## src/hdl/sd_pixel_pkg.sv

```systemverilog
// ====================
// pixel format constants and the scanline mode type
// ====================

package sd_pixel_pkg;

	// ==================== colour depth

	// bits per channel at the core input
	localparam int COLOR_DEPTH = 4;

	// packed pixel in the line buffer, red in the top bits then green then blue
	localparam int PIXEL_WIDTH = 3 * COLOR_DEPTH;

	// bits per channel at the video output
	localparam int OUT_DEPTH = 6;

	// low bits filled in by repeating the top of the channel
	localparam int EXT_BITS = OUT_DEPTH - COLOR_DEPTH;

	// ==================== scanline effect

	// strength of the darkening on every other output line
	typedef enum logic [1:0] {
		sl_none  = 2'd0,
		sl_dim25 = 2'd1,
		sl_dim50 = 2'd2,
		sl_dim75 = 2'd3
	} scanline_mode_e;

endpackage

```

## src/hdl/sd_timing_pkg.sv

```systemverilog
// ====================
// line timing constants for the scan doubler
// horizontal counter width and line buffer geometry
// ====================

package sd_timing_pkg;

	// ==================== horizontal counters

	// width of both the input and the doubled-rate pixel counters
	// 9 bits covers lines of up to 512 native pixels
	localparam int HCNT_WIDTH = 9;

	// ==================== line buffer

	// one bank bit on top of the pixel index
	localparam int BUF_ADDR_WIDTH = HCNT_WIDTH + 1;

	// two banks of 2**HCNT_WIDTH pixels each
	localparam int BUF_DEPTH = 2 ** BUF_ADDR_WIDTH;

endpackage

```

## src/hdl/line_capture.sv

```systemverilog
// ====================
// input side of the scan doubler
// counts native pixels, measures line length and sync position
// and writes each pixel into the bank being filled
// ====================

`timescale 1ns/1ps

module line_capture (
	input  logic                                  clk_sys,
	input  logic                                  rst,
	input  logic                                  ce_x1,
	input  logic                                  hs_in,
	input  logic                                  vs_in,
	input  logic [sd_pixel_pkg::COLOR_DEPTH-1:0]  r_in,
	input  logic [sd_pixel_pkg::COLOR_DEPTH-1:0]  g_in,
	input  logic [sd_pixel_pkg::COLOR_DEPTH-1:0]  b_in,
	output logic                                  wr_en,
	output logic                                  wr_bank,
	output logic [sd_timing_pkg::HCNT_WIDTH-1:0]  wr_addr,
	output logic [sd_pixel_pkg::PIXEL_WIDTH-1:0]  wr_pixel,
	output logic                                  line_start,
	output logic [sd_timing_pkg::HCNT_WIDTH-1:0]  line_len,
	output logic [sd_timing_pkg::HCNT_WIDTH-1:0]  sync_pos
);
	import sd_timing_pkg::*;

	// sync history, one ce_x1 old
	logic hs_d;
	logic vs_d;

	// bank currently being filled
	logic bank;

	// native pixel position within the line
	logic [HCNT_WIDTH-1:0] hcnt;

	// ==================== edge detection

	// falling hsync marks the start of a new input line
	assign line_start = ce_x1 & hs_d & ~hs_in;

	// ==================== counters and line info

	always_ff @(posedge clk_sys) begin
		if (rst) begin
			hs_d     <= 1'b0;
			vs_d     <= 1'b0;
			bank     <= 1'b0;
			hcnt     <= '0;
			line_len <= '0;
			sync_pos <= '0;
		end else if (ce_x1) begin
			hs_d <= hs_in;
			vs_d <= vs_in;

			// last index of the finished line becomes the replay wrap point
			if (hs_d && !hs_in) begin
				line_len <= hcnt;
				hcnt     <= '0;
			end else begin
				hcnt <= hcnt + 1'b1;
			end

			// where the sync pulse rises, replayed at double speed
			if (!hs_d && hs_in)
				sync_pos <= hcnt;

			// new frame restarts on bank 0
			if (vs_d != vs_in)
				bank <= 1'b0;

			// swap banks at every line start, wins over the frame reset
			if (hs_d && !hs_in)
				bank <= ~bank;
		end
	end

	// ==================== buffer write port

	// one write per native pixel, same cycle as the enable
	assign wr_en    = ce_x1;
	assign wr_bank  = bank;
	assign wr_addr  = hcnt;
	assign wr_pixel = {r_in, g_in, b_in};

endmodule

```

## config.mk

```make
export PLATFORM = sky130hd
export DESIGN_NAME = line_capture
export DESIGN_NICKNAME = d
export VERILOG_FILES = /design/src/hdl/sd_pixel_pkg.sv /design/src/hdl/sd_timing_pkg.sv /design/src/hdl/line_capture.sv
export SDC_FILE = /design/constraint.sdc
export NUM_CORES = 1
export LEC_CHECK = 0
export BUFFER_PORTS_ARGS = -buffer_cell sky130_fd_sc_hd__buf_4
export CELL_PAD_IN_SITES_DETAIL_PLACEMENT = 1
export CELL_PAD_IN_SITES_GLOBAL_PLACEMENT = 1
export CORE_ASPECT_RATIO = 1.2
export CORE_UTILIZATION = 29
export DETAILED_ROUTE_END_ITERATION = 8
export PLACE_DENSITY = 0.85
export SYNTH_ARGS = -nofsm -noshare
export SYNTH_HDL_FRONTEND = slang
export SYNTH_SLANG_ARGS = --single-unit
```

## constraint.sdc

```tcl
create_clock -name clk_sys -period 1.17 [get_ports clk_sys]
set_input_delay 0.117 -clock clk_sys [delete_from_list [all_inputs] [get_ports clk_sys]]
set_output_delay 0.117 -clock clk_sys [all_outputs]
set_load 0.01 [all_outputs]
```

; Yosys cells after proc, flatten, opt, wreduce, memory -nomap -nowiden
; Index checks and enable logic that the tools add are counted.
[totals]
word_cells = 23
input_bits = 17
output_inout_bits = 42
register_bits = 30
[classes]
add_sub_neg = 1
reduce_logical = 8
eq_ne = 1
bitwise = 4
n_mux = 3
[op_table]
columns = op, n
row1 = $add A9 B1 Y9 const B, 1
row2 = $mux W9, 1
row3 = $reduce_and A2 Y1, 3
row4 = $and A1 B1 Y1, 2
row5 = $logic_and A1 B1 Y1, 2
row6 = $logic_not A1 Y1, 2
row7 = $mux W1, 2
row8 = $not A1 Y1, 2
row9 = $reduce_bool A2 Y1, 1
row10 = $ne A1 B1 Y1, 1

; Depth between registers and ports, before layout
[logic_depth]
ltp_word = 4
mapped_depth = 6
ltp_nobuf = 4

; Least setup slack after synthesis
; Ideal clock, no wire load.
[synth_path]
kind = reg-to-reg
startpoint = reg hcnt[0], in the netlist wr_addr[0]
endpoint = reg hcnt[8], in the netlist wr_addr[8]
setup_time_ns = 0.070
required_time_ns = 1.100
period_less_slack_ns = 1.268
path_stages_with_launch = 5
arrival_time_ns = 1.197
setup_slack_ns = -0.098
n_path_buf = 0
cell_sequence = dfxtp_1 ha_1 nand4_1 or3_1 a21oi_1
[synth_between]
elab_chain_cells = 2
[synth_lines]
columns = item, line
row1 = from (decl), line_capture.sv:36  ; logic [HCNT_WIDTH-1:0] hcnt;
row2 = from (signal assigned), line_capture.sv:62  ; hcnt <= hcnt + 1'b1;
row3 = $add A9 B1 Y9, line_capture.sv:62
row4 = $mux W9, line_capture.sv:58  ; if (hs_d && !hs_in) begin
; No other way between the ends.
; A chain may end at the register's enable or synchronous reset.

; Worst setup path after layout
; Same ends and word-level chain as after synthesis.

==> impl_metrics.json <==
{
  "violations": "negative setup slack",
  "syn_to_final_growth_pct": 36.98,
  "fin_setup_tns_ns": -0.04334,
  "grt_max_degree": 22,
  "slew_headroom": 0.7753,
  "num-nets-final": 197,
  "setup.worst_path.end_class": "flip-flop",
  "grt_overflow": 0,
  "route.detailed.drc": 0,
  "whs_ns": 0.09543,
  "seqPwrFrac": 0.504,
  "drt-pass1-iter-count": 3,
  "synth_seq_cells": 30,
  "period_share": 1.021,
  "io_pins": 59,
  "port_buffers": 34,
  "dp_hpwl_um": 2188,
  "skew_ns": 0.006768,
  "p_sw_uw": 486.9,
  "critPathLaunchType": "flip-flop",
  "netlist_instances": 141,
  "path_class": "reg2reg",
  "hold_depth": 3,
  "via_per_inst": 4.547,
  "worst-path-max-fanout": 4,
  "clockBufferDepth": 2,
  "powerDensity_nw_per_um2": 1214,
  "p_int_mw": 1.606,
  "syn_nets": 159,
  "slew_violations": 0,
  "ys_seq_area_frac": 0.4771,
  "vias": 1064,
  "p_sw_frac": 0.2327,
  "reg2regPathDepth": 4,
  "rows": 25,
  "power_mw": 2.093,
  "cts_sinks": 30,
  "drive_gt1_frac": 0.4111,
  "yosysWarningCount": 0,
  "dieArea_um2": 4609,
  "wl_um": 3196,
  "status": "finished, violations left",
  "die_w_um": 62.14,
  "initial_core_util": 0.3119,
  "synth_top_cell_by_area": "dfxtp_1",
  "routabilityCongestion": 0.8199,
  "arrival_ns": 1.41,
  "max_cap_violations": 0,
  "cts_buffers": 5,
  "die_h_um": 74.17,
  "fin_util": 0.4273,
  "drtAntennaViolNets": 0,
  "cts_tree": "done",
  "clk_latency_ns": 0.28,
  "power_frac_clock": 0.408,
  "synth_top_area_frac": 0.4771,
  "instances_no_fill": 234,
  "ys_types": 21,
  "fmax_mhz": 837.5,
  "fill_cells": 476,
  "grt_usage": 0.1485,
  "ir_drop_mv": 0.5935,
  "clk_pin_slew_ns": 0.06,
  "p_comb_frac": 0.089,
  "synthTopCellsByArea": "dfxtp_1 48%, buf_4 10%, mux2i_1 9.5%",
  "placedCellCount": 222,
  "root_buffer": "clkbuf_8",
  "leakage_nw": 0.7720,
  "core-area_um2": 4035,
  "antenna_cells": 0,
  "hold_viol": 0,
  "drtIter0Drc": 29,
  "syn_area_um2": 1259,
  "antenna_found_initial": 0,
  "setup_viol": 2,
  "hold_path_class": "in2reg",
  "layout_setup_ws_ns": -0.02401,
  "grt_setup_unrepaired": "yes",
  "syn_area_per_cell_um2": 8.927,
  "grt_pass1_wl_um": 5154,
  "worst_pin_slew_ns": 0.3336,
  "cts-hold-fix-buffers": 0,
  "wl_per_cell_um": 13.66,
  "reg2reg_setup_slack_ns": -0.02,
  "required_ns": 1.39,
  "grt_pass1_vias": 1044,
  "cts_max_level": 2,
  "period_needed_ns": 1.194
}
-- timing repair --
| item | CTS | global route |
|---|---|---|
| cloned | 0 | 0 |
| setup buffers | 5 | 0 |
| resized for setup | 7 | 9 |
| pin swaps | 3 | 1 |
| endpoints found under the setup margin | 4 | 17 |
-- layer usage --
layer  global-route usage  share of wire  up-vias  routed length, um
met5                    0              0        -                  0
li1                     -              -      527                  -
met1               0.1654           0.43      508               1359
met3              0.04755          0.048        6                155
met2               0.2686           0.51       23               1639
met4              0.05426          0.013        0                 42
-- sequential cells by signal, summed over array words and instances, names as in the netlist --
register,count
line_len,9
hs_d,1
sync_pos,9
wr_bank,1
wr_addr,9
vs_d,1
-- final cells by class --
type	count	area (um2)	share of cell area
Clock buffer	7	86.33	0.05007
Clock inverter	1	5.005	0.002903
Inverter	2	7.507	0.004354
Multi-Input combinational cell	87	534.3	0.3099
Sequential cell	30	610.6	0.3541
Tap cell	54	67.56	0.03919
Timing Repair Buffer	53	412.9	0.2395
-- worst max-delay path, cell delays in order, from the launching register on --
cell and delay [ns]:
dfxtp_4 0.37, ha_4 0.15, nand4_1 0.14, or3_1 0.35, a21oi_2 0.13
-- power groups by stage --
| stage | clock network [mW] | logic [mW] | registers [mW] |
|---|---|---|---|
| floorplan | 0 | 0.123 | 1.08 |
| global placement | 0 | 0.154 | 1.07 |
| detailed placement | 0 | 0.159 | 1.07 |
| CTS | 0.872 | 0.178 | 1.05 |
| global route | 0.924 | 0.201 | 1.06 |
| finish | 0.853 | 0.185 | 1.05 |
-- through the flow --
stage                     setup slack (ns)  instance area (um2)
after floorplan                   0.002024                 1269
after global placement             0.03336                 1565
after detailed placement          -0.01045                 1565
after CTS                         -0.02314                 1719
after global routing              -0.06133                 1724
final                             -0.02401                 1724
-- cell usage after synthesis --
cell type,count
a21oi_1,13
a311oi_1,1
buf_2,1
buf_4,17
clkbuf_1,3
clkbuf_2,1
dfxtp_1,30
ha_1,1
inv_1,2
mux2i_1,12
nand2_1,20
nand2b_1,1
nand3_1,2
nand3b_1,2
nand4_1,3
nand4_2,1
nor2_1,17
o21ai_0,5
or3_1,4
xnor2_1,2
xor2_1,3
-- final timing paths --
| path | end | start |
|---|---|---|
| worst max-delay path | wr_addr[8] | wr_addr[0] |
| worst min-delay path | vs_d | vs_in |
| worst max register to register | wr_addr[8] | wr_addr[0] |
| worst min register to register | line_len[2] | line_len[2] |
-- logic make-up (layout without fill, tap and decap cells) --
| logic type | count (synthesis) | count (layout) | share of synthesized area |
|---|---|---|---|
| buffers and inverters | 24 | 63 | 0.1242 |
| adder cells (fa/ha/maj) | 1 | 1 | 0.009939 |
| XOR/XNOR | 5 | 5 | 0.03480 |
| flip-flops | 30 | 30 | 0.4771 |
| AO/OA/AOI/OAI | 19 | 19 | 0.07853 |
| AND/OR/NAND/NOR | 50 | 50 | 0.1799 |
| multiplexers | 12 | 12 | 0.09543 |
-- placed cells by master, fill, tap and decap left out --
cell type | Yosys | final
ha_4 | 0 | 1
dfxtp_2 | 0 | 5
buf_4 | 17 | 49
xor2_1 | 3 | 3
mux2i_1 | 12 | 12
inv_2 | 0 | 1
o21ai_1 | 0 | 1
a21oi_2 | 0 | 2
nor2_1 | 17 | 17
dfxtp_1 | 30 | 24
nand4_1 | 3 | 3
nand3b_1 | 2 | 2
xnor2_1 | 2 | 2
nand2_1 | 20 | 20
a311oi_1 | 1 | 1
or3_1 | 4 | 3
clkinv_2 | 0 | 1
dfxtp_4 | 0 | 1
buf_6 | 0 | 4
clkbuf_1 | 3 | 1
nand4_2 | 1 | 1
nand2b_2 | 0 | 1
a21oi_1 | 13 | 11
o21ai_0 | 5 | 4
inv_1 | 2 | 1
or3_4 | 0 | 1
nand3_2 | 0 | 1
clkbuf_8 | 0 | 6
nand3_1 | 2 | 1
No activity file was read; power rests on OpenSTA's default activity.
