===== config.mk =====
export PLATFORM = sky130hd
export DESIGN_NAME = line_replay
export DESIGN_NICKNAME = d
export VERILOG_FILES = /design/src/hdl/sd_timing_pkg.sv /design/src/hdl/line_replay.sv
export SDC_FILE = /design/constraint.sdc
export NUM_CORES = 1
export LEC_CHECK = 0
export ABC_AREA = 0
export ABC_CLOCK_PERIOD_IN_PS = 2350
export BUFFER_PORTS_ARGS = -buffer_cell sky130_fd_sc_hd__buf_2
export CORE_AREA = 2 2 46 48
export CTS_CLUSTER_DIAMETER = 150
export CTS_CLUSTER_SIZE = 8
export DETAILED_ROUTE_END_ITERATION = 12
export DIE_AREA = 0 0 48 50
export GPL_TIMING_DRIVEN = 0
export PLACE_DENSITY = 0.83
export SLEW_MARGIN = 20
export SYNTH_ARGS = -nofsm -noshare
export SYNTH_HDL_FRONTEND = slang
export SYNTH_SLANG_ARGS = --single-unit

===== constraint.sdc =====
create_clock -name clk_sys -period 2.35 [get_ports clk_sys]
set_input_delay 0.5875 -clock clk_sys [delete_from_list [all_inputs] [get_ports clk_sys]]
set_output_delay 0.5875 -clock clk_sys [all_outputs]
set_load 0.005 [all_outputs]

===== src/hdl/sd_timing_pkg.sv =====
// ====================
// line timing constants for the scan doubler
// horizontal counter width and line buffer geometry
// ====================

package sd_timing_pkg;

	// ==================== horizontal counters

	// width of both the input and the doubled-rate pixel counters
	// 9 bits covers lines of up to 512 native pixels
	localparam int HCNT_WIDTH = 9;

	// ==================== line buffer

	// one bank bit on top of the pixel index
	localparam int BUF_ADDR_WIDTH = HCNT_WIDTH + 1;

	// two banks of 2**HCNT_WIDTH pixels each
	localparam int BUF_DEPTH = 2 ** BUF_ADDR_WIDTH;

endpackage


===== src/hdl/line_replay.sv =====
// ====================
// output timing at twice the pixel rate
// replays each stored line twice and rebuilds hsync
// ====================

`timescale 1ns/1ps

module line_replay (
	input  logic                                  clk_sys,
	input  logic                                  rst,
	input  logic                                  ce_x2,
	input  logic                                  line_start,
	input  logic [sd_timing_pkg::HCNT_WIDTH-1:0]  line_len,
	input  logic [sd_timing_pkg::HCNT_WIDTH-1:0]  sync_pos,
	output logic                                  rd_en,
	output logic [sd_timing_pkg::HCNT_WIDTH-1:0]  rd_addr,
	output logic                                  hs_dbl
);
	import sd_timing_pkg::*;

	// doubled-rate pixel position
	logic [HCNT_WIDTH-1:0] cnt;

	// set once the input timing has been seen
	logic locked;

	logic at_wrap;

	assign at_wrap = (cnt == line_len);

	// ==================== counter and sync

	always_ff @(posedge clk_sys) begin
		if (rst) begin
			cnt    <= '0;
			hs_dbl <= 1'b0;
			locked <= 1'b0;
		end else if (ce_x2) begin
			// park on the wrap value so the next tick opens a half line
			// in phase with the input
			if (line_start) begin
				cnt    <= line_len;
				locked <= 1'b1;
			end else if (at_wrap) begin
				cnt <= '0;
			end else begin
				cnt <= cnt + 1'b1;
			end

			// sync low from the wrap
			if (at_wrap)
				hs_dbl <= 1'b0;

			// rise at the captured position
			// held off until the first line has been measured
			if (locked && cnt == sync_pos)
				hs_dbl <= 1'b1;
		end
	end

	// ==================== buffer read port

	// one read per doubled pixel
	assign rd_en   = ce_x2;
	assign rd_addr = cnt;

endmodule


=== Word level (Yosys, flattened, before mapping) ===
Index checks and enable logic that the tools add are counted.

* Register bits: 11
* Bits in latches: 0
* RAM bits: 0
* Memory bits (read-only): 0
* Bits of input ports: 22
* Memories kept: 0

* $add $sub $neg: 1
* Multiply operators: 0
* Div/mod/pow operators: 0
* $lt $le $gt $ge: 0
* Equal/unequal tests: 2
* Shifts and indexed selects: 0
* Multiplexer cells: 4
* Bitwise gates (word level): 0
* Reduce and logical (&&, ||, !) cells: 4

{| class="wikitable"
|+ Operators by type and width
! operator !! count
|-
| $eq A9 B9 Y1 || 2
|-
| $mux W9 || 2
|-
| $add A9 B1 Y9 const B || 1
|-
| $reduce_and A2 Y1 || 2
|-
| $mux W1 || 2
|-
| $reduce_bool A2 Y1 || 1
|-
| $logic_and A1 B1 Y1 || 1
|}

=== Depth between registers and ports, before layout ===
Gate-level depths: netlist (run 1).

* Depth after elaboration: 4
* Gate-level depth with buffers: 5

=== Worst setup path after synthesis (run 1) ===
Ideal clock, no wire load.

* Kind: input -> register
* Start point: input port line_len[1] in the netlist's numbering
* End point: register cnt[4] (netlist: rd_addr[4])
* Setup time: 0.138 ns
* Data arrival time: 1.380 ns
* Data required time: 2.212 ns
* Path slack: 0.832 ns
* Stages: 4
* Buffers on the path: 0
* Cells stage by stage: xnor2_1 nand3_2 nor4_4 o32ai_1

* Cells in the longest elaborated chain, start to end: 3

{| class="wikitable"
|+ RTL lines
! what !! line !! RTL
|-
| start: declaration || line_replay.sv:13 || <nowiki>input logic [sd_timing_pkg::HCNT_WIDTH-1:0] line_len,</nowiki>
|-
| $eq A9 B9 Y1 || line_replay.sv:29 || <nowiki>assign at_wrap = (cnt == line_len);</nowiki>
|-
| $mux W9 || line_replay.sv:44 || <nowiki>end else if (at_wrap) begin</nowiki>
|-
| $mux W9 || line_replay.sv:41 || <nowiki>if (line_start) begin</nowiki>
|-
| end signal: assignment || line_replay.sv:42 || <nowiki>cnt <= line_len;</nowiki>
|-
| end signal: assignment || line_replay.sv:47 || <nowiki>cnt <= cnt + 1'b1;</nowiki>
|-
| end: declaration || line_replay.sv:22 || <nowiki>logic [HCNT_WIDTH-1:0] cnt;</nowiki>
|}

No other way between the ends.
A chain may end at the register's enable or synchronous reset.

=== Final worst setup path (run 1) ===
* Start point: register cnt[1] (netlist: rd_addr[1])
* End point: register cnt[4] (netlist: rd_addr[4])

* Cells in the longest elaborated chain, start to end: 3
* Elaborated cells between the ends (all ways): 4

{| class="wikitable"
|+ RTL lines
! what !! line
|-
| $add A9 B1 Y9 / $eq A9 B9 Y1 (equally long branches) || line_replay.sv:47, line_replay.sv:29
|-
| $mux W9 (*) || line_replay.sv:44
|-
| $mux W9 (*) || line_replay.sv:41
|}

Mark *: on every way between the ends. The rest lies on a longest branch, timed or not.

==> run summary, run 1 <==
The flow ran to the end, and the final reports show no timing, DRC or antenna violations. Clock tree synthesis found a total of 11 sinks. The total length of routed wires is 2.29 mm. The leftover overflow at the end of global routing is 0. The share of post-route cells with drive strength above 1 came out at 35.7%.

The average instance area after synthesis came out at 8.62 sq um. Across the VDD grid, the largest voltage drop is 0.254 mV. Global routing used 20.3% of the available tracks across all layers.

The headroom to the max-slew limit came out at 61.0%. The deepest level of the CTS H-tree came out at 1. After clock tree synthesis, the clock-pin slew on the worst setup and hold paths is 90 ps. The Yosys warning count came out at 0.

The design draws 500 uW. Setup repair after global routing left no endpoint under its margin. The effective utilization at floorplan came out at 48.5%. The final non-filler cell total came out at 170. The die is 50 um tall. For this design the static power due to leakage is 0.468 nW. The final-layout fill cell count is 178.

The global-route layer with the greatest usage is met2. The via count is 930. The first TritonRoute pass finished after 4 iterations. The worst setup path is launched from a register.

The post-cts repair resize count is 0. Pin placement for this block handled 33 I/O pins. The cell area after synthesis came out at 922 sq um. TritonCTS built the clock tree.

The largest net degree at the start of global routing came out at 11. The critical path goes through xnor2_1 -> nand3_2 -> nor4_4 -> o32ai_1. The global-route wire length before repair came out at 3.51 mm.

The initial antenna violation count came to 0. The number of remaining DRC errors is 0. The number of rows created at floorplan is 16. The number of global-route vias before repair came to 859. The maximum net fanout on the critical path is 10.

Clock tree synthesis selected as its root buffer the cell sky130_fd_sc_hd__clkbuf_4. The met3 capacity usage during global routing came out at 3.30%. The maximum cell stage delay along the critical path is 520 ps.

The final HPWL from detailed placement is 1.78 mm. The net count of the finished layout came out at 167. After detailed placement, the design holds a cell count of 166. The synthesized net count came out at 130. The worst hold path belongs to the class register to register. The max-cap check violation count came out at 0. The antenna cell count came out at 0. The area occupied by registers came out at 220 sq um.

The number of buffers inserted by hold repair at cts is 0. The maximum number of buffers from clock root to sink is 2. After layout, the worst path uses 68.5% of the clock period. In this run the tool buffered the top-level ports with 32 buffer cells. The library cell used most frequently in the layout, excluding fill and tap cells, is sky130_fd_sc_hd__buf_2. The area enclosed by the die boundary is 2400 sq um. From synthesis to final layout, the design area changed by 24.0%. Global routing consumed, on the met2 layer, 32.9% of the routing resources. The number of antenna-violating nets in the routed design is 0. The max-slew violation count came out at 0. The worst endpoint data arrival time came out at 1760 ps. The post-layout minimum cycle time came out at 1610 ps.

The via density per instance came out at 5.47. STA classifies the critical path endpoint as a register. The hold violation total from the final report is 0. After the first detailed-routing iteration, the DRC count stood at 18. The clock latency of the later-clocked register in the worst-skew pair came out at 280 ps. Synthesis inferred 11 register bits.

The routability-driven placement congestion ratio came out at 0.842. The final core utilization came out at 60.1%. The area of the placeable core is 1900 sq um. The reg2reg setup slack is 740 ps. The power per cell area came out at 437 nW/um^2. The number of clock buffers inserted by TritonCTS came out at 3. The width of the die came out at 48 um.

The final sum of negative setup slack came out at 0 ps. The count of mapped cells out of synthesis came out at 107. The number of different library cells used by synthesis comes to 35. Among all stages on the critical path, the largest delay is contributed by sky130_fd_sc_hd__nor4_4. The area of the multi-input gates is 598 sq um. The required arrival time at the worst endpoint is 2500 ps.

The final setup skew is 7.29 ps. The final setup violation count came out at 0. The upper clock frequency limit is 621 MHz. The buffers inserted during post-CTS setup optimization came out at 0.

The slew of the pin with the lowest slew margin is 580 ps. In the layout the commonest cells are sky130_fd_sc_hd__buf_2, sky130_fd_sc_hd__xnor2_1, sky130_fd_sc_hd__dfxtp_1, sky130_fd_sc_hd__a21oi_1. Hold is met by 476 ps.

For met1 alone, demand over resource in global routing was 24.9%. The proportion of synthesized chip area in sequential cells is 23.9%. The critical path is of the register to register type. The routed wirelength normalized by instance count came out at 13.5 um.
-- where the power goes --
| part | internal, mW | switching, mW |
|---|---|---|
| logic | 0.0763 | 0.0746 |
| clock network | 0.0633 | 0.0775 |
| registers | 0.197 | 0.0108 |
-- final cells by class --
cell class	count	area share, %
inverter	4	1.31
tap	27	2.95
multi-input combinational	80	52.3
sequential	11	19.3
clock inverter	1	0.438
timing repair buffer	32	14.0
buffer	12	7.77
clock buffer	3	1.97
-- sequential cells by signal, summed over array words and instances, names as in the netlist --
register,cells
locked,1
hs_dbl,1
rd_addr,9
-- worst paths after layout --
check                                              from                 endpoint  depth (start not counted)
worst max-delay path            rd_addr[1]$_SDFFE_PP0P_  rd_addr[4]$_SDFFE_PP0P_                          4
worst min-delay path                hs_dbl$_SDFFE_PP0P_      hs_dbl$_SDFFE_PP0P_                          2
worst max register to register  rd_addr[1]$_SDFFE_PP0P_  rd_addr[4]$_SDFFE_PP0P_                          4
worst min register to register      hs_dbl$_SDFFE_PP0P_      hs_dbl$_SDFFE_PP0P_                          2
-- per-layer routing --
metal,vias up,share of wire (%)
met1,422,43
li1,463,-
met3,7,5.6
met4,0,2.5
met5,-,0
met2,38,49
-- synthesized netlist by cell type --
| master | count | area share [%] |
|---|---|---|
| sky130_fd_sc_hd__nand4_1 | 4 | 2.7 |
| sky130_fd_sc_hd__inv_2 | 1 | 0.41 |
| sky130_fd_sc_hd__xnor2_2 | 1 | 1.8 |
| sky130_fd_sc_hd__nor3_2 | 1 | 1.1 |
| sky130_fd_sc_hd__or4_1 | 1 | 0.81 |
| sky130_fd_sc_hd__ha_1 | 1 | 1.4 |
| sky130_fd_sc_hd__o211ai_1 | 1 | 0.81 |
| sky130_fd_sc_hd__nand3_2 | 1 | 1.1 |
| sky130_fd_sc_hd__o32a_1 | 1 | 1.1 |
| sky130_fd_sc_hd__nor3_1 | 2 | 1.1 |
| sky130_fd_sc_hd__and4_1 | 1 | 0.95 |
| sky130_fd_sc_hd__nand3_1 | 3 | 1.6 |
| sky130_fd_sc_hd__nand2_1 | 6 | 2.4 |
| sky130_fd_sc_hd__buf_4 | 3 | 2.4 |
| sky130_fd_sc_hd__o21ai_1 | 2 | 1.1 |
| sky130_fd_sc_hd__and3_1 | 6 | 4.1 |
| sky130_fd_sc_hd__xor2_1 | 3 | 2.8 |
| sky130_fd_sc_hd__o21ai_0 | 1 | 0.54 |
| sky130_fd_sc_hd__o32ai_1 | 6 | 5.7 |
| sky130_fd_sc_hd__or3_1 | 1 | 0.68 |
| sky130_fd_sc_hd__nor2_1 | 4 | 1.6 |
| sky130_fd_sc_hd__clkbuf_1 | 3 | 1.2 |
| sky130_fd_sc_hd__a22o_1 | 1 | 0.95 |
| sky130_fd_sc_hd__a21oi_1 | 9 | 4.9 |
| sky130_fd_sc_hd__a211oi_1 | 1 | 0.81 |
| sky130_fd_sc_hd__buf_2 | 2 | 1.1 |
| sky130_fd_sc_hd__dfxtp_1 | 11 | 24 |
| sky130_fd_sc_hd__o41ai_1 | 1 | 0.95 |
| sky130_fd_sc_hd__inv_1 | 3 | 1.2 |
| sky130_fd_sc_hd__xnor2_1 | 18 | 17 |
| sky130_fd_sc_hd__a31oi_1 | 1 | 0.68 |
| sky130_fd_sc_hd__buf_6 | 4 | 4.9 |
| sky130_fd_sc_hd__xnor2_4 | 1 | 3.0 |
| sky130_fd_sc_hd__nor4_4 | 1 | 2.3 |
| sky130_fd_sc_hd__a22oi_1 | 1 | 0.81 |
-- cells by family after synthesis --
kind of cell / Yosys count / share of synthesized area (%)
simple gates: 31 / 20.5
compound gates: 25 / 18.3
xor+xnor: 23 / 24.7
buf+inv: 16 / 11.3
flops: 11 / 23.9
fa+ha+maj: 1 / 1.36
-- worst max-delay path, delay by kind of cell, from the launching register on --
kind | cells | cell delay, ps
flip-flops | 1 | 470
AO/OA/AOI/OAI | 1 | 190
XOR/XNOR | 1 | 170
AND/OR/NAND/NOR | 2 | 640
-- per-stage QoR --
stage | instance area [sq um] | setup WS (ps)
floorplan | 922 | 832
global placement | 1120 | 500
detailed placement | 1120 | 496
CTS | 1140 | 749
global route | 1140 | 623
finish | 1140 | 741
(Power assumes the default switching activity.)
==> run 2: changes to the inputs <==
Settings changed: ABC_CLOCK_PERIOD_IN_PS 2350 to 1300, CORE_AREA 2 2 46 48 to 2 2 49 51, DIE_AREA 0 0 48 50 to 0 0 51 53, PLACE_DENSITY 0.83 to 0.77.
Clock period 2.35 ns to 1.3 ns, I/O delays scaled along.
==> run summary, run 2 (synthesis gave the netlist of run 1 again) <==
Relative to the synthesized area, the layout overhead comes to 44.4%. The area occupied by registers came out at 236 sq um (+7.4%). The final HPWL from detailed placement is 1.77 mm (-0.45%). The first-pass iteration count of the detailed router came out at 4 (unchanged). The post-route worst setup slack is -89.0 ps (-830 ps). The total track usage came out at 21.3% (+0.93 points). The area of the multi-input gates came to 726 sq um (+21%).

The routed wirelength normalized by instance count is 15.6 um (+16%). The worst setup path is captured at a register. The leftover overflow at the end of global routing came out at 0 (unchanged). The worst setup path is launched from a register. Setup repair after global routing could not meet its margin everywhere.

The final core utilization came out at 62.0% (+1.8 points). The slew of the pin with the lowest slew margin came out at 621 ps (+40.8 ps). The initial antenna violation count is 0 (unchanged). The library cell used most frequently in the layout, excluding fill and tap cells, is sky130_fd_sc_hd__buf_2. The headroom to the max-slew limit is 58.6% (-2.4 points).

The worst voltage drop across the vdd grid is 0.490 mV (+93%). The area enclosed by the die boundary came out at 2700 sq um (+13%). The width of the die came out at 51 um (+6.3%). The clock-pin slew reported for the worst setup and hold paths after clock tree synthesis is 80 ps (about the same). The power per cell area is 722 nW/um^2 (+65%). The via count is 994 (+6.9%).

The maximum net fanout on the critical path came out at 6 (-4). The leakage power was 0.542 nW (+16%). The die extent in y came out at 53 um (+6.0%). The upper clock frequency limit came out at 720 MHz (+16%). The max-slew violation count is 0 (unchanged).

The number of global-route vias before repair came to 970 (+13%). The share of post-route cells with drive strength above 1 is 56.8% (+21 points). The number of remaining DRC errors came out at 0 (unchanged). The path class of the tightest hold or removal check is primary input to register. The max-cap check violation count came out at 0 (unchanged).

The final-layout fill cell count came out at 189 (+6.2%). The critical path is of the register to register type. The flow ran to the end, but the final reports show violations. The TritonCTS sink count came to 11 (unchanged). The clock latency of the later-clocked register in the worst-skew pair came to 280 ps (about the same). The clock tree from TritonCTS is built. The effective utilization at floorplan was 42.9% (-5.6 points).

The final non-filler cell total came out at 176 (+3.5%). The number of antenna-violating nets in the routed design is 0 (unchanged). The worst endpoint data arrival time was 1540 ps (-220 ps).

The number of buffers inserted by port buffering is 32 (unchanged). The deepest level of the CTS H-tree came out at 1 (unchanged). The share of the cycle needed by the critical path after routing came out at 107% (+38 points). The hold violation total from the final report came out at 0 (unchanged). The count of boundary I/O pins came to 33 (unchanged). The post-layout minimum cycle time is 1390 ps (-220 ps). The cell total after placement is 167 (+0.60%). The final sum of negative setup slack is -649 ps (-649 ps). The final setup skew came out at 12.1 ps (+4.83 ps). The antenna cell count came out at 0 (unchanged).

The total length of routed wires came out at 2.74 mm (+20%). Clock tree synthesis selected as its root buffer the cell sky130_fd_sc_hd__clkbuf_4. The required arrival time at the worst endpoint is 1450 ps (-1050 ps). The net count of the finished layout is 172 (+3.0%). The maximum number of buffers from clock root to sink is 2 (unchanged).

The final setup violation count is 9 (+9). The area of the placeable core is 2150 sq um (+13%). The final reports fail on setup timing.

The number of rows created at floorplan was 17 (+1). In the layout the commonest cells are sky130_fd_sc_hd__buf_2, sky130_fd_sc_hd__xnor2_1, sky130_fd_sc_hd__a21oi_1, sky130_fd_sc_hd__buf_4. The routability-driven placement congestion ratio came out at 0.881 (+4.6%).

The via density per instance came out at 5.65 (+3.2%). The violation count after the first detailed-route iteration is 26 (+8). The number of flip-flops under the largest register name came to 9 (unchanged). The number of clock buffers inserted by TritonCTS is 3 (unchanged). The largest net degree at the start of global routing is 11 (unchanged). The global-route wire length before repair came out at 4.12 mm (+18%).
-- run 2: cell count changes in the layout (fill, tap and decap cells not counted), moves of 2 or more --
cell / change
sky130_fd_sc_hd__o21ai_1: -2
sky130_fd_sc_hd__buf_4: +5
sky130_fd_sc_hd__dfxtp_4: +2
sky130_fd_sc_hd__xnor2_2: +6
sky130_fd_sc_hd__o32ai_1: -6
sky130_fd_sc_hd__dfxtp_2: +7
sky130_fd_sc_hd__o32ai_2: +6
sky130_fd_sc_hd__dfxtp_1: -9
sky130_fd_sc_hd__o21ai_2: +2
sky130_fd_sc_hd__xnor2_1: -6
-- run 2: layout make-up --
class / count / share of cell area (%)
inverter: 4 / 1.13
sequential: 11 / 17.8
tap: 28 / 2.63
timing repair buffer: 40 / 16.8
multi-input combinational: 80 / 54.5
buffer: 9 / 5.17
clock buffer: 4 / 1.97
-- run 2: what timing repair did --
| action | CTS | global route |
|---|---|---|
| resized for setup | 13 | 11 |
| endpoints found under the hold margin | 0 | 0 |
| hold buffers | 0 | 0 |
| endpoints found under the setup margin | 10 | 10 |
| cloned | 0 | 0 |
| setup buffers | 5 | 3 |
| pin swaps | 11 | 7 |
-- run 2: worst max-delay path, cell delays in order (launching register included) --
cell	delay, ps
sky130_fd_sc_hd__dfxtp_2	410
sky130_fd_sc_hd__xnor2_2	130
sky130_fd_sc_hd__nand4_1	200
sky130_fd_sc_hd__nor4_4	230
sky130_fd_sc_hd__buf_4	200
sky130_fd_sc_hd__o32ai_2	80
-- run 2: worst paths after layout --
path	startpoint	end	slack, ps	cells after the start
setup / recovery	rd_addr[7]$_SDFFE_PP0P_	rd_addr[1]$_SDFFE_PP0P_	-90	5
hold / removal	line_start	rd_addr[0]$_SDFFE_PP0P_	420	3
setup reg to reg	rd_addr[7]$_SDFFE_PP0P_	rd_addr[1]$_SDFFE_PP0P_	-90	5
hold reg to reg	locked$_SDFFE_PP0P_	locked$_SDFFE_PP0P_	480	2
-- run 2: power by group --
| part | switching, mW | leakage, nW | internal (mW) |
|---|---|---|---|
| combinational | 0.154 | 0.432 | 0.170 |
| sequential | 0.0288 | 0.0944 | 0.359 |
| clock | 0.131 | 0.0150 | 0.119 |
-- run 2: per-layer routing --
| layer | up-vias | GRT usage, % | part of all wire [%] |
|---|---|---|---|
| met5 | - | 0 | 0 |
| met4 | 0 | 15.8 | 3.2 |
| met3 | 10 | 0.847 | 4.0 |
| met2 | 46 | 37.0 | 52 |
| met1 | 469 | 24.9 | 41 |
| li1 | 469 | - | - |
-- run 2: per-stage QoR --
| stage | total power [mW] | setup slack (ps) | hold WS, ps | area, sq um |
|---|---|---|---|---|
| 2_1_floorplan | 0.575 | -33.3 | 437 | 965 |
| 3_3_place_gp | 0.665 | -290 | 450 | 1160 |
| 3_5_place_dp | 0.673 | -289 | 467 | 1160 |
| 4_1_cts | 0.946 | -93.0 | 409 | 1260 |
| 5_1_grt | 1.01 | -104 | 434 | 1330 |
| 6_report | 0.961 | -89.0 | 421 | 1330 |
