<file path="src/hdl/sd_pixel_pkg.sv">
// ====================
// pixel format constants and the scanline mode type
// ====================

package sd_pixel_pkg;

	// ==================== colour depth

	// bits per channel at the core input
	localparam int COLOR_DEPTH = 4;

	// packed pixel in the line buffer, red in the top bits then green then blue
	localparam int PIXEL_WIDTH = 3 * COLOR_DEPTH;

	// bits per channel at the video output
	localparam int OUT_DEPTH = 6;

	// low bits filled in by repeating the top of the channel
	localparam int EXT_BITS = OUT_DEPTH - COLOR_DEPTH;

	// ==================== scanline effect

	// strength of the darkening on every other output line
	typedef enum logic [1:0] {
		sl_none  = 2'd0,
		sl_dim25 = 2'd1,
		sl_dim50 = 2'd2,
		sl_dim75 = 2'd3
	} scanline_mode_e;

endpackage

</file>
<file path="src/hdl/scanline_shade.sv">
// ====================
// output stage
// widens colours, darkens alternate lines, registers all outputs
// ====================

`timescale 1ns/1ps

module scanline_shade (
	input  logic                                  clk_sys,
	input  logic                                  rst,
	input  logic                                  ce_x2,
	input  sd_pixel_pkg::scanline_mode_e          scanlines,
	input  logic [sd_pixel_pkg::PIXEL_WIDTH-1:0]  rd_pixel,
	input  logic                                  hs_dbl,
	input  logic                                  vs_in,
	output logic                                  hs_out,
	output logic                                  vs_out,
	output logic [sd_pixel_pkg::OUT_DEPTH-1:0]    r_out,
	output logic [sd_pixel_pkg::OUT_DEPTH-1:0]    g_out,
	output logic [sd_pixel_pkg::OUT_DEPTH-1:0]    b_out
);
	import sd_pixel_pkg::*;

	// high on the lines that get darkened
	logic parity;

	// mode in effect for the current pixel
	scanline_mode_e mode;

	logic [OUT_DEPTH-1:0] r_wide;
	logic [OUT_DEPTH-1:0] g_wide;
	logic [OUT_DEPTH-1:0] b_wide;

	// ==================== colour helpers

	// repeat the top bits below the channel so white stays full scale
	function automatic logic [OUT_DEPTH-1:0] widen(input logic [COLOR_DEPTH-1:0] c);
		widen = {c, c[COLOR_DEPTH-1 -: EXT_BITS]};
	endfunction

	function automatic logic [OUT_DEPTH-1:0] dim(
		input logic [OUT_DEPTH-1:0] c,
		input scanline_mode_e       m
	);
		logic [OUT_DEPTH-1:0] half;
		logic [OUT_DEPTH-1:0] quarter;
		half    = c >> 1;
		quarter = c >> 2;
		case (m)
			// 3/4 of the level, never overflows
			sl_dim25: dim = half + quarter;
			sl_dim50: dim = half;
			sl_dim75: dim = quarter;
			default:  dim = c;
		endcase
	endfunction

	// unpack red, green, blue from the top down
	assign r_wide = widen(rd_pixel[3*COLOR_DEPTH-1 -: COLOR_DEPTH]);
	assign g_wide = widen(rd_pixel[2*COLOR_DEPTH-1 -: COLOR_DEPTH]);
	assign b_wide = widen(rd_pixel[COLOR_DEPTH-1:0]);

	// even lines pass straight through
	assign mode = parity ? scanlines : sl_none;

	// ==================== output registers

	always_ff @(posedge clk_sys) begin
		if (rst) begin
			hs_out <= 1'b0;
			vs_out <= 1'b0;
			r_out  <= '0;
			g_out  <= '0;
			b_out  <= '0;
			parity <= 1'b0;
		end else if (ce_x2) begin
			hs_out <= hs_dbl;
			vs_out <= vs_in;

			// restart the pattern on a new frame
			if (vs_out != vs_in)
				parity <= 1'b0;

			// next output line begins at the hsync fall
			if (hs_out && !hs_dbl)
				parity <= ~parity;

			r_out <= dim(r_wide, mode);
			g_out <= dim(g_wide, mode);
			b_out <= dim(b_wide, mode);
		end
	end

endmodule

</file>
<file path="config.mk">
export PLATFORM = sky130hd
export DESIGN_NAME = scanline_shade
export DESIGN_NICKNAME = d
export VERILOG_FILES = /design/src/hdl/sd_pixel_pkg.sv /design/src/hdl/scanline_shade.sv
export SDC_FILE = /design/constraint.sdc
export NUM_CORES = 1
export LEC_CHECK = 0
export ABC_AREA = 1
export BUFFER_PORTS_ARGS = -buffer_cell sky130_fd_sc_hd__buf_2
export CORE_MARGIN = 1.5
export CORE_UTILIZATION = 30
export CTS_CLUSTER_DIAMETER = 60
export DETAILED_ROUTE_END_ITERATION = 6
export MAX_ROUTING_LAYER = met4
export PLACE_DENSITY = 0.56
export SYNTH_ARGS = -nofsm -noshare
export SYNTH_HDL_FRONTEND = slang
export SYNTH_SLANG_ARGS = --single-unit
</file>
<file path="constraint.sdc">
create_clock -name clk_sys -period 2.91 [get_ports clk_sys]
set_input_delay 0.291 -clock clk_sys [delete_from_list [all_inputs] [get_ports clk_sys]]
set_output_delay 0.291 -clock clk_sys [all_outputs]
set_load 0.02 [all_outputs]
</file>
## Yosys cells after proc, flatten, opt, wreduce, memory -nomap -nowiden

Index checks and enable logic that the tools add are counted.

| cells by class | value |
|---|---|
| add/subtract/negate cells | 3 |
| bitwise gates (word level) | 1 |
| equal/unequal tests | 4 |
| reductions and logical operators | 4 |
| mux-type cells | 6 |

Operator list:

| operator | count |
|---|---|
| 6-bit case mux with 3 select lines | 3 |
| 5-bit by 4-bit adder with 6-bit output | 3 |
| 2-bit == test (second input constant) | 2 |
| 2-bit by 1-bit == test with 1-bit output (second input constant) | 1 |
| 1-bit 2-to-1 mux | 2 |
| 2-bit 2-to-1 mux | 1 |
| 2-bit AND reduction | 1 |
| 2-bit nonzero test | 1 |
| 1-bit logical AND | 1 |
| 1-bit zero test | 1 |
| 1-bit inequality test | 1 |
| 1-bit inverter | 1 |

| storage, ports and cells | value |
|---|---|
| logic and storage cells | 24 |
| input port bits | 19 |
| output and inout port bits | 20 |
| flip-flop bits (word level) | 21 |

## Longest topological paths before layout

Gate-level depths: netlist of run 1.

| depth | value |
|---|---|
| depth after elaboration | 4 |
| mapped depth | 10 |
| mapped depth without buffers | 10 |

## Worst setup path after synthesis of run 1

Ideal clock, no wire load.

| timing path | value |
|---|---|
| path type | input to register |
| from | input port rd_pixel[8] in the netlist's numbering |
| to | register r_out[2] in the netlist's numbering |
| required time | 2.789 ns |
| setup time | 0.121 ns |
| arrival time | 1.368 ns |
| setup slack | 1.421 ns |
| path buffers | 0 |
| stages on the path | 5 |
| cells stage by stage | ha_1 fa_1 or2_2 a31oi_1 a21oi_1 |

| between the ends | value |
|---|---|
| word-level cells in the longest chain between the ends | 2 |

RTL lines:

| item | RTL line | source |
|---|---|---|
| start, declared | scanline_shade.sv:13 | `input logic [sd_pixel_pkg::PIXEL_WIDTH-1:0] rd_pixel,` |
| 5-bit by 4-bit adder with 6-bit output | scanline_shade.sv:51 | `sl_dim25: dim = half + quarter;` |
| 6-bit case mux with 3 select lines * | scanline_shade.sv:49 | `case (m)` |
| end signal, assigned | scanline_shade.sv:88 | `r_out <= dim(r_wide, mode);` |
| end, declared | scanline_shade.sv:18 | `output logic [sd_pixel_pkg::OUT_DEPTH-1:0] r_out,` |

Every way passes the cells marked *; elsewhere a longest branch is shown, timed or not.
A chain may end at the register's enable or synchronous reset.

## Worst setup path in the final report of run 1

| timing path | value |
|---|---|
| from | input port rd_pixel[0] in the netlist's numbering |
| to | register b_out[2] in the netlist's numbering |

| between the ends | value |
|---|---|
| word-level cells in the longest chain between the ends | 2 |

RTL lines:

| item | RTL line | source |
|---|---|---|
| 5-bit by 4-bit adder with 6-bit output | scanline_shade.sv:51 |  |
| 6-bit case mux with 3 select lines * | scanline_shade.sv:49 |  |
| end signal, assigned | scanline_shade.sv:90 | `b_out <= dim(b_wide, mode);` |
| end, declared | scanline_shade.sv:20 | `output logic [sd_pixel_pkg::OUT_DEPTH-1:0] b_out` |

Marks and branches as above.

==> out/results.ini, run 1 <==
[power]
p_total_mw = 0.7249
clockPowerShare = 0.282
power_frac_comb = 0.280
vdd.ir_drop.worst_mv = 0.1597
net-switching-power_mw = 0.2480
p_per_area_nw_per_um2 = 375.7
intPower_mw = 0.4769
swShare = 0.3421
p_seq_frac = 0.438
power.leakage_nw = 0.9838

[synth]
ys.flop_type = dfxtp_1
syn-num-nets = 286
synth_most_common_cell = nand2_1
synthesis.area_um2 = 1644
synth_cell_types = 25
synth_top_area_share = 0.2557
synth_edf_count = 0
yosys.area.top_type = dfxtp_1
ys_seq_elements = 21
yosysWarnings = 0
syn_avg_cell_area_um2 = 6.603
yosysSeqAreaShare = 0.2557
async_reset_ff_frac = 0
synthesis.instances = 249
synth_common_cells = 45 x nand2_1, 36 x inv_1, 33 x o21ai_0, 25 x nor2_1
yosys-top-cells-area = dfxtp_1 26%, ha_1 11%, nand2_1 10%, o21ai_0 10%, inv_1 8.2%

[worst_hold_path]
min_from = hs_dbl
holdPathEnd = hs_out
worstHoldPathCells = 3
worstHoldPathType = in -> reg

[clock_network]
worstSkewPairLatency_ns = 0.27
clkSinkCount = 21
cts_setup_buffers = 0
cts_htree_levels = 1
clkTransAtPathRegs_ns = 0.09
root_buffer = clkbuf_8
clk_path_buf_depth = 2
cts_tree = done
cts-resized-gates = 0
cts_made_buffers = 3
hold_buffers = 0

[critical_path]
timing.rr.start = parity
r2r_end = g_out[2]
worst_setup_path_start_kind = input pin
crit_arrival_ns = 1.60
r2r_cells = 6
path_max_fanout = 4
required_ns = 3.07
worst_setup_path_end_kind = flip-flop
critPathKind = in -> reg
worst-r2r-setup-slack_ns = 1.53

[run_status]
status = completed

[place]
pre_cts_ws_ns = 1.185
numPortBuffers = 38
gp_congestion = 0.8280
dp_hpwl_mm = 3.136
dp_cells = 351

[finish]
instances_no_fill = 355
layout-drive-gt1-share = 0.1719
area_growth_pct = 17.35
antennaDiodeCount = 0
finalNetCount = 323
num-fill-cells = 582

[timing]
tightest_slew_ns = 0.4780
finalHoldViolCount = 0
min_period_ns = 1.439
setup_ws_ns = 1.471
slew_viol_final = 0
finalSetupTns_ns = 0
finalClockSkew_ns = 0.005098
grt_setup_unrepaired = no
period_share = 0.4944
setup_viol = 0
slew_headroom = 0.6813
fmax_ghz = 0.6950

[die]
fp.dieH_um = 77.03
dieArea_um2 = 5934
fp.coreArea_um2 = 5205
rows = 26
dieWidth_um = 77.03
pin_count = 39
initial_core_util = 0.3159

[route]
post-route-drc-count = 0
wl_per_cell_um = 11.65
via_per_inst = 4.761
routed_wl_mm = 4.137
vias = 1690
initialDrtViolationCount = 114
ant_nets = 0
first_pass_iters = 4

[job]
maxCapViolCount = 0

[global_route]
grt_max_degree = 33
grt_overflow_total = 0
grt_util_all_layers = 0.1512
grt_pass1_vias = 1534
grt_pass1_wl_mm = 7.051
antenna_found_initial = 0

-- power groups by stage --
stage          Sequential, mW  Combinational (mW)  Clock, mW
2_1_floorplan           0.348               0.111          0
3_3_place_gp            0.324               0.203          0
3_5_place_dp            0.324               0.204          0
4_1_cts                 0.317               0.206      0.210
5_1_grt                 0.320               0.231      0.226
6_report                0.317               0.203      0.204
-- sequential cells by signal, indices dropped and copies added, names as in the netlist --
signal / count
b_out: 6
g_out: 6
hs_out: 1
parity: 1
r_out: 6
vs_out: 1
-- placed cells by master, fill, tap and decap left out --
cell type / synthesis / layout
nand2_1: 45 / 45
nor3b_1: 1 / 1
buf_2: 0 / 38
inv_2: 1 / 1
a41oi_1: 1 / 1
or2_0: 1 / 1
fa_1: 3 / 3
o21ai_0: 33 / 33
nor2_4: 2 / 2
a31oi_1: 3 / 3
nand3_1: 21 / 21
o21ai_1: 4 / 4
o211ai_1: 6 / 6
inv_1: 36 / 36
clkinv_2: 0 / 1
ha_1: 15 / 15
xnor2_1: 1 / 1
nor3_1: 1 / 1
clkbuf_8: 0 / 3
nor2_1: 25 / 25
dfxtp_1: 21 / 21
a21oi_1: 18 / 18
nand3b_1: 1 / 1
nand2_2: 2 / 2
or2_2: 2 / 2
-- critical path: stages --
cell and delay [ns]:
buf_2 0.13, ha_1 0.22, fa_1 0.38, or2_2 0.30, a31oi_1 0.19, a21oi_1 0.08
-- stage by stage --
step	hold WS, ns	instance area, um2	utilization
floorplan	0.3601	1644	-
global placement	0.4569	1883	0.3618
detailed placement	0.4602	1883	0.3618
CTS	0.2657	1929	0.3707
global route	0.2813	1929	0.3707
finish	0.2677	1929	0.3707
-- final cells by class --
type	count	area, um2	area share
well taps	70	87.58	0.04540
clock inverters	1	5.005	0.002594
multi-input cells	185	1046	0.5422
flip-flops and latches	21	420.4	0.2179
clock buffers	3	41.29	0.02140
inverters	37	138.9	0.07198
repair buffers	38	190.2	0.09857
-- worst max path at each step --
stage,start,endpoint,cells past startpoint
6_report,rd_pixel[0],b_out[2],6
5_1_grt,rd_pixel[0],b_out[4],11
4_1_cts,rd_pixel[0],b_out[2],6
3_5_place_dp,rd_pixel[0],b_out[2],6
3_3_place_gp,rd_pixel[8],r_out[2],6
2_1_floorplan,rd_pixel[8],r_out[2],5
-- per-layer routing --
metal	up-vias	track usage	part of all wire
met5	-	-	0
met4	0	0.05455	0.014
met3	4	0.02262	0.044
met2	39	0.2221	0.43
met1	750	0.2095	0.51
li1	897	-	-
-- logic make-up (layout without fill, tap and decap cells) --
| family | count (synthesis) | in the layout | share of synthesized area |
|---|---|---|---|
| AND/OR/NAND/NOR | 101 | 101 | 0.2686 |
| buffers and inverters | 43 | 79 | 0.1081 |
| XOR/XNOR | 1 | 1 | 0.005328 |
| AO/OA/AOI/OAI | 65 | 65 | 0.2116 |
| flip-flops | 21 | 21 | 0.2557 |
| adder cells (fa/ha/maj) | 18 | 18 | 0.1507 |
No activity file was read; power rests on OpenSTA's default activity.
==> inputs of run 2 (changes only) <==
==> constraint.sdc (replaced) <==
create_clock -name clk_sys -period 1.4 [get_ports clk_sys]
set_input_delay 0.14 -clock clk_sys [delete_from_list [all_inputs] [get_ports clk_sys]]
set_output_delay 0.14 -clock clk_sys [all_outputs]
set_load 0.02 [all_outputs]
==> out/results.ini, run 2 (synthesis results as in run 1) <==
[run_status]
status = completed

[die]
fp.coreArea_um2 = 5205  ; unchanged
initial_core_util = 0.3159  ; unchanged
dieArea_um2 = 5934  ; unchanged
dieWidth_um = 77.03  ; unchanged
fp.dieH_um = 77.03  ; unchanged
pin_count = 39  ; unchanged
rows = 26  ; unchanged

[route]
initialDrtViolationCount = 95  ; -17%
wl_per_cell_um = 11.32  ; -2.8%
vias = 1714  ; +1.4%
post-route-drc-count = 0  ; unchanged
ant_nets = 0  ; unchanged
first_pass_iters = 4  ; unchanged
routed_wl_mm = 4.190  ; +1.3%
via_per_inst = 4.632  ; -2.7%

[worst_hold_path]
worstHoldPathCells = 2  ; -1
min_from = rst
holdPathEnd = g_out[3]
worstHoldPathType = in -> reg

[finish]
reg.largest.list = b_out (6), g_out (6), r_out (6)
multi_input_area_um2 = 1051  ; +0.48%
instances_no_fill = 370  ; +4.2%
num-fill-cells = 587  ; +0.86%
final_core_util = 0.3959  ; +0.02524
register_area_um2 = 421.7  ; +0.30%
final_common_cell = nand2_1
antennaDiodeCount = 0  ; unchanged
finalNetCount = 338  ; +4.6%
layout-drive-gt1-share = 0.2167  ; +0.04474
layout_common_cells = 45 x nand2_1, 38 x buf_2, 36 x inv_1
area_growth_pct = 25.34

[place]
gp_congestion = 0.8487  ; +2.5%
dp_hpwl_mm = 3.262  ; +4.0%
dp_cells = 365  ; +4.0%
numPortBuffers = 38  ; unchanged

[timing]
finalSetupTns_ns = 0  ; unchanged
period_share = 0.8937
finalHoldViolCount = 0  ; unchanged
tightest_slew_ns = 0.4470  ; -0.03102 ns
grt_setup_unrepaired = no
slew_headroom = 0.7017  ; +0.02035
fmax_ghz = 0.7992
setup_viol = 0  ; unchanged
slew_viol_final = 0  ; unchanged
finalClockSkew_ns = 0.007879  ; +0.002781 ns
min_period_ns = 1.251

[global_route]
grt_util_all_layers = 0.1508  ; -0.0003716
grt_max_degree = 25  ; -24%
met1_usage = 0.2069  ; -0.002607
met2_usage = 0.2345  ; +0.01239
antenna_found_initial = 0  ; unchanged
grt_pass1_wl_mm = 7.134  ; +1.2%
met3_usage = 0.02143  ; -0.001190
grt_overflow_total = 0  ; unchanged
top_usage_layer = met2
grt_pass1_vias = 1564  ; +2.0%

[critical_path]
worst_setup_path_start_kind = input pin
slowest_stage = fa_1
r2r_cells = 7  ; +1
path_max_fanout = 2  ; -2
r2r_end = r_out[0]
timing.rr.start = parity
worst_setup_path_end_kind = flip-flop
worst-r2r-setup-slack_ns = 0.18  ; -1.35 ns
max_stage_delay_ns = 0.38  ; about the same
critPathKind = in -> reg
required_ns = 1.55  ; -1.52 ns
crit_arrival_ns = 1.40  ; -0.20 ns
crit_chain = buf_2 -> ha_1 -> fa_1 -> or2_2 -> a31oi_1 -> a21oi_1

[power]
p_per_area_nw_per_um2 = 737.3  ; +96%
power.leakage_nw = 1.059  ; +7.7%
vdd.ir_drop.worst_mv = 0.3011  ; +88%
p_total_mw = 1.519  ; +110%

[clock_network]
cts_htree_levels = 1  ; unchanged
hold_buffers = 0  ; unchanged
clkTransAtPathRegs_ns = 0.08  ; about the same
clk_path_buf_depth = 2  ; unchanged
root_buffer = clkbuf_8
cts_made_buffers = 3  ; unchanged
worstSkewPairLatency_ns = 0.26  ; about the same
cts_tree = done
clkSinkCount = 21  ; unchanged

[job]
maxCapViolCount = 0  ; unchanged

run 2: critical path, delay by kind of cell:
| family | cells | cell delay, ns |
|---|---|---|
| buffers and inverters | 1 | 0.11 |
| adders and majority gates | 2 | 0.59 |
| AOI/OAI and AO/OA | 2 | 0.26 |
| and+or+nand+nor | 1 | 0.30 |
run 2: worst max path at each step:
stage,from,to,slack [ns],depth (start not counted)
floorplan,rd_pixel[8],r_out[2],0.06,5
global placement,rd_pixel[0],b_out[2],-0.12,6
detailed placement,rd_pixel[8],r_out[2],-0.11,6
CTS,parity,r_out[3],0.09,7
global route,rd_pixel[8],r_out[4],0.04,11
finish,rd_pixel[0],b_out[2],0.15,6
run 2: stage by stage:
stage	cell area, um2	hold slack (ns)	worst slack, ns
after CTS	2047	0.1177	0.09044
final	2061	0.1246	0.1488
after floorplan	1644	0.2091	0.06180
after global routing	2061	0.1332	0.04153
after detailed placement	2001	0.4071	-0.1149
after global placement	2001	0.3912	-0.1217
run 2: cell type report:
cell class	instances	area share
Clock buffer	3	0.02004
Clock inverter	1	0.002429
Inverter	37	0.06740
Multi-Input combinational cell	185	0.5100
Sequential cell	21	0.2046
Tap cell	70	0.04250
Timing Repair Buffer	53	0.1530
run 2: power by group:
group	switching (mW)	total [mW]	internal, mW
Clock	0.206	0.404	0.198
Combinational	0.278	0.456	0.178
Sequential	0.0203	0.659	0.639
run 2: repair_timing:
action	CTS	global route
setup buffers	0	1
resized for setup	0	2
setup endpoints to repair	0	7
run 2: routing by layer:
layer,up-vias,part of all wire
met5,-,0
met1,750,0.53
li1,929,-
met2,33,0.43
met3,2,0.033
met4,0,0.0045
==> inputs of run 3 (changes only) <==
--- a/config.mk
+++ b/config.mk
@@ -12,7 +12,7 @@
 export CTS_CLUSTER_DIAMETER = 60
 export DETAILED_ROUTE_END_ITERATION = 6
 export MAX_ROUTING_LAYER = met4
-export PLACE_DENSITY = 0.56
+export PLACE_DENSITY = 0.57
 export SYNTH_ARGS = -nofsm -noshare
 export SYNTH_HDL_FRONTEND = slang
 export SYNTH_SLANG_ARGS = --single-unit
==> constraint.sdc (replaced) <==
create_clock -name clk_sys -period 1.1 [get_ports clk_sys]
set_input_delay 0.11 -clock clk_sys [delete_from_list [all_inputs] [get_ports clk_sys]]
set_output_delay 0.11 -clock clk_sys [all_outputs]
set_load 0.02 [all_outputs]
==> out/results.ini, run 3 (synthesis results as in run 1) <==
[power]
clockPowerShare = 0.252  ; -0.014
swShare = 0.3345  ; +0.003017
power.leakage_nw = 1.198  ; +13%
vdd.ir_drop.worst_mv = 0.5128  ; +70%
power_frac_comb = 0.341  ; +0.041
p_per_area_nw_per_um2 = 863.5  ; +17%
p_seq_frac = 0.407  ; -0.027
intPower_mw = 1.371  ; +35%
p_total_mw = 2.060  ; +36%
net-switching-power_mw = 0.6891  ; +37%

[finish]
layout_common_cells = 36 x nand2_1, 36 x buf_2, 33 x inv_1
area_growth_pct = 45.13
instances_no_fill = 388  ; +4.9%
reg.largest.list = b_out (6), g_out (6), r_out (6)
final_area_um2 = 2386  ; +16%
layout-drive-gt1-share = 0.3553  ; +0.1387
antennaDiodeCount = 0  ; unchanged
final_core_util = 0.4584  ; +0.06250
finalNetCount = 356  ; +5.3%

[critical_path]
slowest_stage = dfxtp_4
crit_arrival_ns = 1.34  ; -0.06 ns
worst_setup_path_end_kind = flip-flop
r2r_cells = 7  ; unchanged
crit_family = simple AND/OR/NAND/NOR gates
critPathKind = reg -> reg
path_max_fanout = 5  ; +3
worst_setup_path_start_kind = flip-flop
max_stage_delay_ns = 0.39  ; about the same
required_ns = 1.31  ; -0.24 ns
worst-r2r-setup-slack_ns = -0.03  ; -0.21 ns
crit_chain = nand2_4 -> nor2_4 -> buf_6 -> inv_2 -> nor3b_2 -> nor3_1 -> nor2_1
r2r_end = g_out[2]
timing.rr.start = parity
path_buf_inv = 2  ; +1

[clock_network]
clk_path_buf_depth = 2  ; unchanged
cts_tree = done
hold_buffers = 0  ; unchanged
clkTransAtPathRegs_ns = 0.08  ; about the same
clkSinkCount = 21  ; unchanged
cts_htree_levels = 1  ; unchanged
root_buffer = clkbuf_8
worstSkewPairLatency_ns = 0.26  ; about the same
cts_made_buffers = 3  ; unchanged

[place]
dp_cells = 382  ; +4.7%
dp_hpwl_mm = 3.582  ; +9.8%
pre_cts_ws_ns = -0.3553  ; -0.2404 ns
numPortBuffers = 38  ; unchanged
place_area_um2 = 2195  ; +9.7%
gp_congestion = 0.8022  ; -5.5%

[route]
initialDrtViolationCount = 139  ; +46%
wl_met2_mm = 2.267  ; +25%
post-route-drc-count = 0  ; unchanged
first_pass_iters = 4  ; unchanged
ant_nets = 0  ; unchanged
vias = 1831  ; +6.8%
wl_met3_um = 163  ; +16%
top_layer_used = met4
via_per_inst = 4.719  ; +1.9%
routed_wl_mm = 4.692  ; +12%
wl_per_cell_um = 12.09  ; +6.8%
drt-met1-wl_mm = 2.227  ; +0.45%

[die]
rows = 26  ; unchanged
dieWidth_um = 77.03  ; unchanged
fp.coreArea_um2 = 5205  ; unchanged
initial_core_util = 0.3159  ; unchanged
pin_count = 39  ; unchanged
fp.dieH_um = 77.03  ; unchanged
dieArea_um2 = 5934  ; unchanged

[global_route]
antenna_found_initial = 0  ; unchanged
grt_pass1_vias = 1752  ; +12%
grt_max_degree = 33  ; +32%
grt_overflow_total = 0  ; unchanged
grt_pass1_wl_mm = 7.900  ; +11%
grt_util_all_layers = 0.1668  ; +0.01602

[timing]
period_share = 1.027
slew_headroom = 0.8278  ; +0.1261
finalHoldViolCount = 0  ; unchanged
tightest_slew_ns = 0.2580  ; -0.1890 ns
finalClockSkew_ns = 0.003282  ; -0.004597 ns
setup_viol = 8  ; +8
finalSetupTns_ns = -0.1495  ; -0.1495 ns
fmax_ghz = 0.8852
whs_ns = 0.1048  ; -0.01971 ns
min_period_ns = 1.130
slew_viol_final = 0  ; unchanged
grt_setup_unrepaired = yes
setup_ws_ns = -0.02973  ; -0.1785 ns

[worst_hold_path]
holdPathEnd = hs_out
min_from = hs_dbl
worstHoldPathType = in -> reg
worstHoldPathCells = 3  ; +1

[run_status]
violations = setup timing
status = finished, violations left

[job]
maxCapViolCount = 0  ; unchanged

-- run 3: changes by cell type in the layout (fill, tap and decap cells not counted), moves of 4 or more --
cell	delta
buf_4	+14
nand2_2	+6
buf_6	+4
nand2_1	-9
o21ai_0	-9
o21ai_1	+5
o21ai_2	+4
-- run 3: final cells by class --
class,count,area (um2)
Multi-Input combinational cell,185,1197
Fill cell,570,2819
Timing Repair Buffer,71,490.5
Clock buffer,4,45.04
Inverter,37,141.4
Tap cell,70,87.58
Sequential cell,21,424.2
-- run 3: routing by layer --
metal,vias up,GRT usage
met5,-,-
met4,0,0.02545
met3,7,0.03095
met2,35,0.2894
met1,825,0.2053
li1,964,-
-- run 3: worst max-delay path by stage --
stage	startpoint	endpoint	slack (ns)	depth (start not counted)
after floorplan	rd_pixel[8]	r_out[4]	-0.08	10
after CTS	parity	b_out[2]	-0.05	7
after detailed placement	rd_pixel[8]	r_out[4]	-0.36	11
after global placement	rd_pixel[8]	r_out[4]	-0.36	11
after global routing	parity	b_out[2]	-0.14	7
final	parity	g_out[2]	-0.03	7
-- run 3: power groups by stage --
stage / registers [mW] / logic, mW / clock network, mW
detailed placement: 0.859 / 0.657 / 0
global route: 0.846 / 0.788 / 0.561
CTS: 0.840 / 0.686 / 0.529
finish: 0.839 / 0.703 / 0.518
floorplan: 0.921 / 0.311 / 0
global placement: 0.858 / 0.649 / 0
-- run 3: worst min-delay path, stage by stage --
cell     delay [ns]
buf_2          0.10
inv_1          0.06
a21oi_1        0.06
-- run 3: repair_timing --
item | in CTS | in global routing
buffers inserted | 2 | 0
endpoints found under the setup margin | 16 | 16
endpoints found under the hold margin | 0 | 0
pin swaps | 9 | 10
gates resized for setup | 25 | 19
cloned | 0 | 0
